$ cat config.mk
export PLATFORM = sky130hd
export DESIGN_NAME = tri_channel
export DESIGN_NICKNAME = d
export VERILOG_FILES = /design/src/tri_pkg.sv /design/src/apu_down_counter.sv /design/src/tri_channel.sv /design/src/tri_freq_timer.sv /design/src/tri_linear_counter.sv /design/src/tri_reg_decode.sv /design/src/tri_sequencer.sv
export SDC_FILE = /design/constraint.sdc
export NUM_CORES = 1
export LEC_CHECK = 0
export ABC_AREA = 1
export BUFFER_PORTS_ARGS = -buffer_cell sky130_fd_sc_hd__buf_2
export CAP_MARGIN = 30
export CORE_MARGIN = 4
export CORE_UTILIZATION = 50
export DETAILED_ROUTE_END_ITERATION = 10
export HOLD_SLACK_MARGIN = 0.08
export MAX_ROUTING_LAYER = met4
export PLACE_DENSITY = 0.78
export SLEW_MARGIN = 10
export SYNTH_ARGS = -nofsm -noshare
export SYNTH_HDL_FRONTEND = slang
export SYNTH_SLANG_ARGS = --single-unit
$ cat constraint.sdc
create_clock -name phi1 -period 1.27 [get_ports phi1]
set_input_delay 0.0635 -clock phi1 [delete_from_list [all_inputs] [get_ports phi1]]
set_output_delay 0.0635 -clock phi1 [all_outputs]
set_load 0.01 [all_outputs]
$ cat src/tri_pkg.sv
`default_nettype none

package tri_pkg;

	////////////////////////////////////////
	// Register map
	////////////////////////////////////////

	localparam int ADDR_W = 5;
	localparam int DATA_W = 8;

	localparam logic [ADDR_W-1:0] REG_CTRL     = 5'h08;
	localparam logic [ADDR_W-1:0] REG_TIMER_LO = 5'h0A;
	localparam logic [ADDR_W-1:0] REG_TIMER_HI = 5'h0B;
	localparam logic [ADDR_W-1:0] REG_TEST     = 5'h1A;

	////////////////////////////////////////
	// Field widths
	////////////////////////////////////////

	localparam int LIN_W    = 7;
	localparam int PERIOD_W = 11;
	localparam int STEP_W   = 5;
	localparam int OUT_W    = 4;

	localparam int CTRL_HALT_BIT = 7;               // Control flag in the control byte.
	localparam int TIMER_HI_W    = PERIOD_W - DATA_W; // Period bits in the high write.

	typedef logic [LIN_W-1:0]    lin_count_t;
	typedef logic [PERIOD_W-1:0] period_t;

	// Programmed channel state, 19 bits.
	typedef struct packed {
		logic       halt;
		lin_count_t lin_reload;
		period_t    period;
	} tri_regs_t;

	// One-cycle write events from the decoder.
	typedef struct packed {
		logic              ctrl;
		logic              timer_hi;
		logic              test;
		logic [STEP_W-1:0] test_step;
	} tri_wr_t;

	// Fold a sequence step into the triangle sample.
	// Steps 0..15 fall from 15 to 0, steps 16..31 rise from 0 to 15.
	function automatic logic [OUT_W-1:0] tri_fold(input logic [STEP_W-1:0] s);
		tri_fold = s[STEP_W-1] ? s[OUT_W-1:0] : ~s[OUT_W-1:0];
	endfunction

endpackage

`default_nettype wire

$ cat src/apu_down_counter.sv
`default_nettype none

module apu_down_counter #(
	parameter type count_t = logic [7:0]
) (
	input  wire    phi1,
	input  wire    rst_n,
	input  wire    load,
	input  wire    step,
	input  count_t load_val,
	output logic   zero
);

	count_t count;

	assign zero = (count == '0);

	// Load wins over step. A zero count holds.
	always_ff @(posedge phi1 or negedge rst_n) begin
		if (!rst_n) begin
			count <= '0;
		end else if (load) begin
			count <= load_val;
		end else if (step && !zero) begin
			count <= count - 1'b1;
		end
	end

endmodule

`default_nettype wire

$ cat src/tri_channel.sv
`default_nettype none

module tri_channel import tri_pkg::*; (
	input  wire              phi1,
	input  wire              rst_n,
	input  wire              wr,
	input  wire [ADDR_W-1:0] addr,
	input  wire [DATA_W-1:0] data,
	input  wire              quarter_frame,
	input  wire              len_active,
	input  wire              lock,
	output logic [OUT_W-1:0] tri_out,
	output logic             tri_halt
);

	tri_regs_t regs;
	tri_wr_t   wr_evt;
	logic      lin_active;
	logic      expire;

	////////////////////////////////////////
	// Register decode
	////////////////////////////////////////

	tri_reg_decode u_decode (
		.phi1   (phi1),
		.rst_n  (rst_n),
		.wr     (wr),
		.addr   (addr),
		.data   (data),
		.regs   (regs),
		.wr_evt (wr_evt)
	);

	assign tri_halt = regs.halt;

	////////////////////////////////////////
	// Counters
	////////////////////////////////////////

	tri_linear_counter u_lin (
		.phi1          (phi1),
		.rst_n         (rst_n),
		.regs          (regs),
		.reload_set    (wr_evt.timer_hi),
		.quarter_frame (quarter_frame),
		.lin_active    (lin_active)
	);

	tri_freq_timer u_timer (
		.phi1   (phi1),
		.rst_n  (rst_n),
		.period (regs.period),
		.expire (expire)
	);

	////////////////////////////////////////
	// Output sequencer
	////////////////////////////////////////

	tri_sequencer u_seq (
		.phi1       (phi1),
		.rst_n      (rst_n),
		.expire     (expire),
		.lin_active (lin_active),
		.len_active (len_active),
		.lock       (lock),
		.test_load  (wr_evt.test),
		.test_step  (wr_evt.test_step),
		.tri_out    (tri_out)
	);

endmodule

`default_nettype wire

$ cat src/tri_freq_timer.sv
`default_nettype none

module tri_freq_timer import tri_pkg::*; (
	input  wire     phi1,
	input  wire     rst_n,
	input  period_t period,
	output logic    expire
);

	logic cnt_zero;

	////////////////////////////////////////
	// Period counter
	////////////////////////////////////////

	// Reload at zero, count down otherwise.
	// A period of P gives an expiry every P+1 cycles.
	apu_down_counter #(
		.count_t(period_t)
	) u_freq_cnt (
		.phi1     (phi1),
		.rst_n    (rst_n),
		.load     (cnt_zero),
		.step     (!cnt_zero),
		.load_val (period),
		.zero     (cnt_zero)
	);

	////////////////////////////////////////
	// Expiry pulse
	////////////////////////////////////////

	always_ff @(posedge phi1 or negedge rst_n) begin
		if (!rst_n) begin
			expire <= 1'b0;
		end else begin
			expire <= cnt_zero; // One cycle per terminal count.
		end
	end

endmodule

`default_nettype wire

$ cat src/tri_linear_counter.sv
`default_nettype none

module tri_linear_counter import tri_pkg::*; (
	input  wire       phi1,
	input  wire       rst_n,
	input  tri_regs_t regs,
	input  wire       reload_set,
	input  wire       quarter_frame,
	output logic      lin_active
);

	logic reload_flag;
	logic cnt_load;
	logic cnt_step;
	logic cnt_zero;

	////////////////////////////////////////
	// Reload flag
	////////////////////////////////////////

	// A timer-high write beats a same-cycle clear.
	always_ff @(posedge phi1 or negedge rst_n) begin
		if (!rst_n) begin
			reload_flag <= 1'b0;
		end else if (reload_set) begin
			reload_flag <= 1'b1;
		end else if (quarter_frame && !regs.halt) begin
			reload_flag <= 1'b0;
		end
	end

	////////////////////////////////////////
	// Linear count
	////////////////////////////////////////

	assign cnt_load = quarter_frame && reload_flag;
	assign cnt_step = quarter_frame && !reload_flag; // Counter ignores a step at zero.

	apu_down_counter #(
		.count_t(lin_count_t)
	) u_lin_cnt (
		.phi1     (phi1),
		.rst_n    (rst_n),
		.load     (cnt_load),
		.step     (cnt_step),
		.load_val (regs.lin_reload),
		.zero     (cnt_zero)
	);

	assign lin_active = !cnt_zero;

endmodule

`default_nettype wire

$ cat src/tri_reg_decode.sv
`default_nettype none

module tri_reg_decode import tri_pkg::*; (
	input  wire              phi1,
	input  wire              rst_n,
	input  wire              wr,
	input  wire [ADDR_W-1:0] addr,
	input  wire [DATA_W-1:0] data,
	output tri_regs_t        regs,
	output tri_wr_t          wr_evt
);

	logic hit_ctrl;
	logic hit_timer_lo;
	logic hit_timer_hi;
	logic hit_test;

	////////////////////////////////////////
	// Address decode
	////////////////////////////////////////

	// Unknown offsets match nothing and fall through.
	always_comb begin
		hit_ctrl     = 1'b0;
		hit_timer_lo = 1'b0;
		hit_timer_hi = 1'b0;
		hit_test     = 1'b0;
		if (wr) begin
			case (addr)
				REG_CTRL:     hit_ctrl     = 1'b1;
				REG_TIMER_LO: hit_timer_lo = 1'b1;
				REG_TIMER_HI: hit_timer_hi = 1'b1;
				REG_TEST:     hit_test     = 1'b1;
				default:      ;
			endcase
		end
	end

	////////////////////////////////////////
	// Register file
	////////////////////////////////////////

	always_ff @(posedge phi1 or negedge rst_n) begin
		if (!rst_n) begin
			regs <= '0;
		end else begin
			if (hit_ctrl) begin
				regs.halt       <= data[CTRL_HALT_BIT];
				regs.lin_reload <= data[LIN_W-1:0];
			end
			if (hit_timer_lo)
				regs.period[DATA_W-1:0] <= data; // Low byte of the period.
			if (hit_timer_hi)
				regs.period[PERIOD_W-1:DATA_W] <= data[TIMER_HI_W-1:0];
		end
	end

	// Strobes last exactly one cycle.
	always_ff @(posedge phi1 or negedge rst_n) begin
		if (!rst_n) begin
			wr_evt <= '0;
		end else begin
			wr_evt.ctrl     <= hit_ctrl;
			wr_evt.timer_hi <= hit_timer_hi;
			wr_evt.test     <= hit_test;
			if (hit_test)
				wr_evt.test_step <= data[STEP_W-1:0];
		end
	end

endmodule

`default_nettype wire

$ cat src/tri_sequencer.sv
`default_nettype none

module tri_sequencer import tri_pkg::*; (
	input  wire              phi1,
	input  wire              rst_n,
	input  wire              expire,
	input  wire              lin_active,
	input  wire              len_active,
	input  wire              lock,
	input  wire              test_load,
	input  wire [STEP_W-1:0] test_step,
	output logic [OUT_W-1:0] tri_out
);

	logic [STEP_W-1:0] step;
	logic [STEP_W-1:0] step_nxt;
	logic              step_en;

	////////////////////////////////////////
	// Step gating
	////////////////////////////////////////

	// All three qualifiers must hold on an expiry.
	assign step_en = expire && lin_active && len_active && !lock;

	always_comb begin
		step_nxt = step;
		if (test_load)
			step_nxt = test_step;           // Test load has priority.
		else if (step_en)
			step_nxt = step + 1'b1;         // Wraps at 32.
	end

	////////////////////////////////////////
	// Step and sample registers
	////////////////////////////////////////

	always_ff @(posedge phi1 or negedge rst_n) begin
		if (!rst_n) begin
			step    <= '0;
			tri_out <= {OUT_W{1'b1}}; // Fold of step 0.
		end else begin
			step    <= step_nxt;
			tri_out <= tri_fold(step_nxt);
		end
	end

endmodule

`default_nettype wire
### Word level (Yosys, flattened, before mapping)

Cells that the tools add are included.
Widths: inputs -> output; s select.

| word-level totals | value |
|---|---|
| ROM bits | 0 |
| output and inout port bits | 5 |
| memory bits (writable) | 0 |
| memories | 0 |
| flip-flop bits (word level) | 55 |
| latch bits | 0 |

| cells by class | value |
|---|---|
| shift operators | 0 |
| magnitude comparators | 0 |
| eq/ne operators | 4 |
| div/mod/pow operators | 0 |
| $add $sub $neg | 3 |
| multiplexer cells | 16 |
| reductions and logical operators | 15 |
| $mul | 0 |
| bitwise operators | 1 |

Operators by type and width:

| kind | count |
|---|---|
| $eq 5x4->1 const B | 3 |
| $mux 7 | 2 |
| $logic_not 11->1 | 1 |
| $mux 11 | 1 |
| $sub 11x1->11 const B | 1 |
| $mux 1 | 10 |
| $mux 5 | 2 |
| $logic_and 1x1->1 | 7 |
| $logic_not 7->1 | 1 |
| $sub 7x1->7 const B | 1 |
| $add 5x1->5 const B | 1 |
| $eq 5x5->1 const B | 1 |
| $logic_not 1->1 | 4 |
| $mux 4 | 1 |
| $not 4->4 | 1 |
| $reduce_bool 2->1 | 2 |

### Logic depth before layout (Yosys ltp)

| depth | value |
|---|---|
| depth after elaboration | 9 |
| depth in mapped cells | 12 |

### Modules after synthesis

A second synthesis with hierarchy kept.

| unflattened totals | value |
|---|---|
| cells, all modules | 426 |
| area total of the unflattened synthesis | 3150.5 um^2 |

By module, submodules not included:

| module | seq. area each (um^2) | area each (um^2) | times used | cells an instance |
|---|---|---|---|---|
| tri_reg_decode | 675.6 | 1123.6 | 1 | 125 |
| apu_down_counter at u_timer.u_freq_cnt | 275.3 | 849.6 | 1 | 129 |
| tri_sequencer | 230.2 | 600.6 | 1 | 84 |
| apu_down_counter at u_lin.u_lin_cnt | 175.2 | 485.5 | 1 | 75 |
| tri_linear_counter | 25.0 | 62.6 | 1 | 11 |
| tri_freq_timer | 25.0 | 28.8 | 1 | 2 |

### Worst setup path before layout

OpenSTA, ideal clock, no wires.

| timing | value |
|---|---|
| path type | register to register |
| from | register u_timer.u_freq_cnt.count[0] in the netlist's numbering |
| to | register u_timer.u_freq_cnt.count[6] in the netlist's numbering |
| path slack | -0.136 ns |
| path buffers | 0 |
| data required time | 1.151 ns |
| cell stages (with the launch flop) | 7 |
| arrival time | 1.287 ns |
| path through | dfrtp_1 inv_1 ha_1 nand3_4 nor3_4 nand4_4 o21a_1 |

| between the ends | value |
|---|---|
| word-level cells in the longest chain between the ends | 2 |
| elaborated cells between the ends (all ways) | 3 |
| classes of those cells | add/sub (1); mux (1); reduce/logical (1) |

RTL lines:

| item | line | text |
|---|---|---|
| start: declaration | apu_down_counter.sv:14 | `count_t count;` |
| start signal: assignment | apu_down_counter.sv:23 | `count <= load_val;` |
| start signal: assignment | apu_down_counter.sv:25 | `count <= count - 1'b1;` |
| $sub 11x1->11 or $logic_not 11->1 (tied branches) | apu_down_counter.sv:25, apu_down_counter.sv:16 |  |
| $mux 11 (*) | apu_down_counter.sv:22 | `end else if (load) begin` |

Every way passes the cells marked *; elsewhere a longest branch is shown, timed or not.
A chain may end at the register's enable or synchronous reset.

### Final worst setup path

Same ends and word-level chain as after synthesis.

==> flow_metrics.py <==
metrics = {
    "run_status": {
        "status": "finished with violations",
        "failed_checks": "setup timing",
    },
    "route": {
        "route.met2.wl_um": 2743,
        "drt_iter0_drc": 65,
        "antenna_left": 0,
        "wire_per_inst_um": 12.49,
        "met3WireLength_um": 179,
        "avgViaCountPerCell": 4.903,
        "num_vias": 2231,
        "drc": 0,
        "dr.pass1.iters": 4,
        "top_layer_used": "met4",
        "wl_met1_um": 2668,
        "wl_um": 5682,
    },
    "worst_setup_path": {
        "cp_max_fo": 8,
        "critPathKind": "register to register",
        "worstPathArrival_ns": 1.64,
        "worstSetupStartpointType": "register",
        "required_ns": 1.47,
        "cp-end-kind": "register",
    },
    "synthesis": {
        "syn_area_per_cell_um2": 8.521,
        "synth_edf_count": 0,
        "yosysSeqAreaShare_pct": 51.30,
        "synthFlopType": "dfrtp_1",
        "ys_types": 30,
        "yosysMostFrequentCell": "nand2_1",
        "ys_seq_elements": 55,
        "netlist.area_leader.share_pct": 47.40,
        "synthTopCellsByCount": "nand2_1 (110), dfrtp_1 (51), inv_1 (36), nand3_1 (20), o21ai_0 (20)",
        "syn_area_um2": 2693,
        "postSynthNetCount": 339,
        "synth.area.top_cells": "dfrtp_1 (47%), nand2_1 (15%), inv_1 (5.0%)",
        "synth.largest_area_cell": "dfrtp_1",
        "yosysWarnings": 0,
        "syn_inst": 316,
        "async_flop_share_pct": 100.0,
    },
    "floorplan": {
        "initial_core_util_pct": 52.06,
        "fp.coreArea_um2": 5172,
        "die_area_um2": 6624,
        "die_w_um": 81.39,
        "chipHeight_um": 81.39,
        "num_io_pins": 24,
        "core.rowCount": 26,
    },
    "cts": {
        "path_clk_slew_ns": 0.09,
        "cts_sinks": 55,
        "cts_buffer_depth": 2,
        "cts_inserted_buffers": 5,
        "ctsRootBufferMaster": "clkbuf_8",
        "clock_latency_ns": 0.31,
        "cts_tree": "built",
        "h-tree-depth": 2,
    },
    "pwr": {
        "power.density_nw_per_um2": 1908,
        "p_leak_nw": 1.739,
        "peakVddDrop_v": 0.001196,
    },
    "min_path": {
        "hp-class": "input pin to register",
    },
    "grt": {
        "antenna_found_initial": 0,
        "grt_pass1_wl_um": 9804,
        "grt_start_max_net_pins": 56,
        "grtUsageTotal_pct": 19.94,
        "first_global_vias": 2180,
        "grt_overflow": 0,
    },
    "timing": {
        "period_share_pct": 113.3,
        "drv_slew": 0,
        "setup_viol": 27,
        "setup_slack_ns": -0.1688,
        "fmax_mhz": 695.0,
        "slew_headroom_pct": 77.82,
        "min_period_ns": 1.439,
        "clock_skew_ns": 0.002507,
        "rsz0062_at_grt": "true",
        "hold_viol": 0,
        "tightest_slew_ns": 0.3318,
    },
    "job": {
        "max_cap_viol_count": 0,
    },
    "cells_and_area": {
        "final_util_pct": 67.54,
        "fin_nets": 407,
        "syn2layout_area_growth_pct": 29.74,
        "diodes": 0,
        "drive_gt1_share_pct": 33.25,
    },
    "placement": {
        "place_congestion": 0.8321,
        "io_buffers": 23,
        "hpwl_um": 3999,
        "dp_slack_ns": -0.1334,
    },
}
## layer usage
metal,vias to the layer above,global-route usage (%)
met5,-,-
met4,0,5.912
met3,11,3.991
met2,43,31.27
met1,1039,26.22
li1,1138,-
## layout make-up
type	count	area [um^2]
multi-input combinational	218	1309
sequential	55	1381
tap	70	87.58
inverter	39	146.4
clock buffer	7	76.32
fill	396	1679
clock inverter	1	8.758
timing repair buffer	65	484.2
## final timing paths
| path | startpoint | to | slack (ns) | cells after the start |
|---|---|---|---|---|
| worst max-delay path | u_timer.u_freq_cnt.count[0]$_DFF_PN0_ | u_timer.u_freq_cnt.count[6]$_DFF_PN0_ | -0.17 | 6 |
| worst min-delay path | data[0] | u_decode.regs[0]$_DFFE_PN0P_ | 0.08 | 3 |
| worst max register to register | u_timer.u_freq_cnt.count[0]$_DFF_PN0_ | u_timer.u_freq_cnt.count[6]$_DFF_PN0_ | -0.17 | 6 |
| worst min register to register | u_decode.wr_evt[6]$_DFF_PN0_ | u_lin.reload_flag$_DFFE_PN0P_ | 0.45 | 2 |
| max in group asynchronous | rst_n | u_seq.tri_out[2]$_DFF_PN1_ | 0.70 | 3 |
| min in group asynchronous | rst_n | u_timer.u_freq_cnt.count[9]$_DFF_PN0_ | 0.29 | 3 |
## sequential cells by signal, summed over array words and instances, names as in the netlist
name and count:
u_lin.u_lin_cnt.count 7, u_decode.wr_evt 7, u_timer.u_freq_cnt.count 11, u_decode.regs 19, u_seq.tri_out 4, u_lin.reload_flag 1
u_seq.step 5, u_timer.expire 1
## placed cells by master (no fill, tap or decap), drive strengths merged, types with 4 or more instances in the layout
master	count
nand2	112
nor2	21
clkbuf	7
xnor2	7
inv	39
o21ai	29
nand3	23
nand4	7
buf	58
dfstp	4
dlygate4sd3	7
ha	4
xor2	4
nor3	4
dfrtp	51
## worst max-delay path: stages (launching register included)
cell and delay (ns):
dfrtp_1 0.40, inv_2 0.08, ha_4 0.14, nand3_4 0.09
nor3_4 0.17, nand4_4 0.21, o21a_1 0.22
## cells by family after synthesis
logic type	synth area share [%]
simple gates	30.53
flops	51.30
buf+inv	6.227
compound gates	6.506
xor+xnor	3.578
fa+ha+maj	1.859
## power breakdown
part           internal (W)  switching [W]
Combinational       0.00142        0.00153
Sequential          0.00233       0.000426
Clock              0.000399       0.000562
## repair_timing
item,in CTS,in global routing
hold buffers,7,0
setup endpoints to repair,28,28
cloned,0,0
buffers inserted,1,2
hold endpoints to repair,65,0
resized for setup,22,21
pin swaps,16,12
## per-stage QoR
stage / area, um^2 / total power, W / hold slack (ns) / std cells / setup TNS (ns)
after floorplan: 2723 / 0.004328 / -0.2321 / 316 / -0.6479
after global placement: 3169 / 0.005179 / 0.07912 / 437 / -0.9684
after detailed placement: 3169 / 0.005257 / 0.07795 / 437 / -1.682
after CTS: 3412 / 0.006438 / 0.09227 / 453 / -1.561
after global routing: 3493 / 0.007174 / 0.1192 / 455 / -5.162
final: 3493 / 0.006664 / 0.08134 / 455 / -2.288
(Power assumes the default switching activity.)
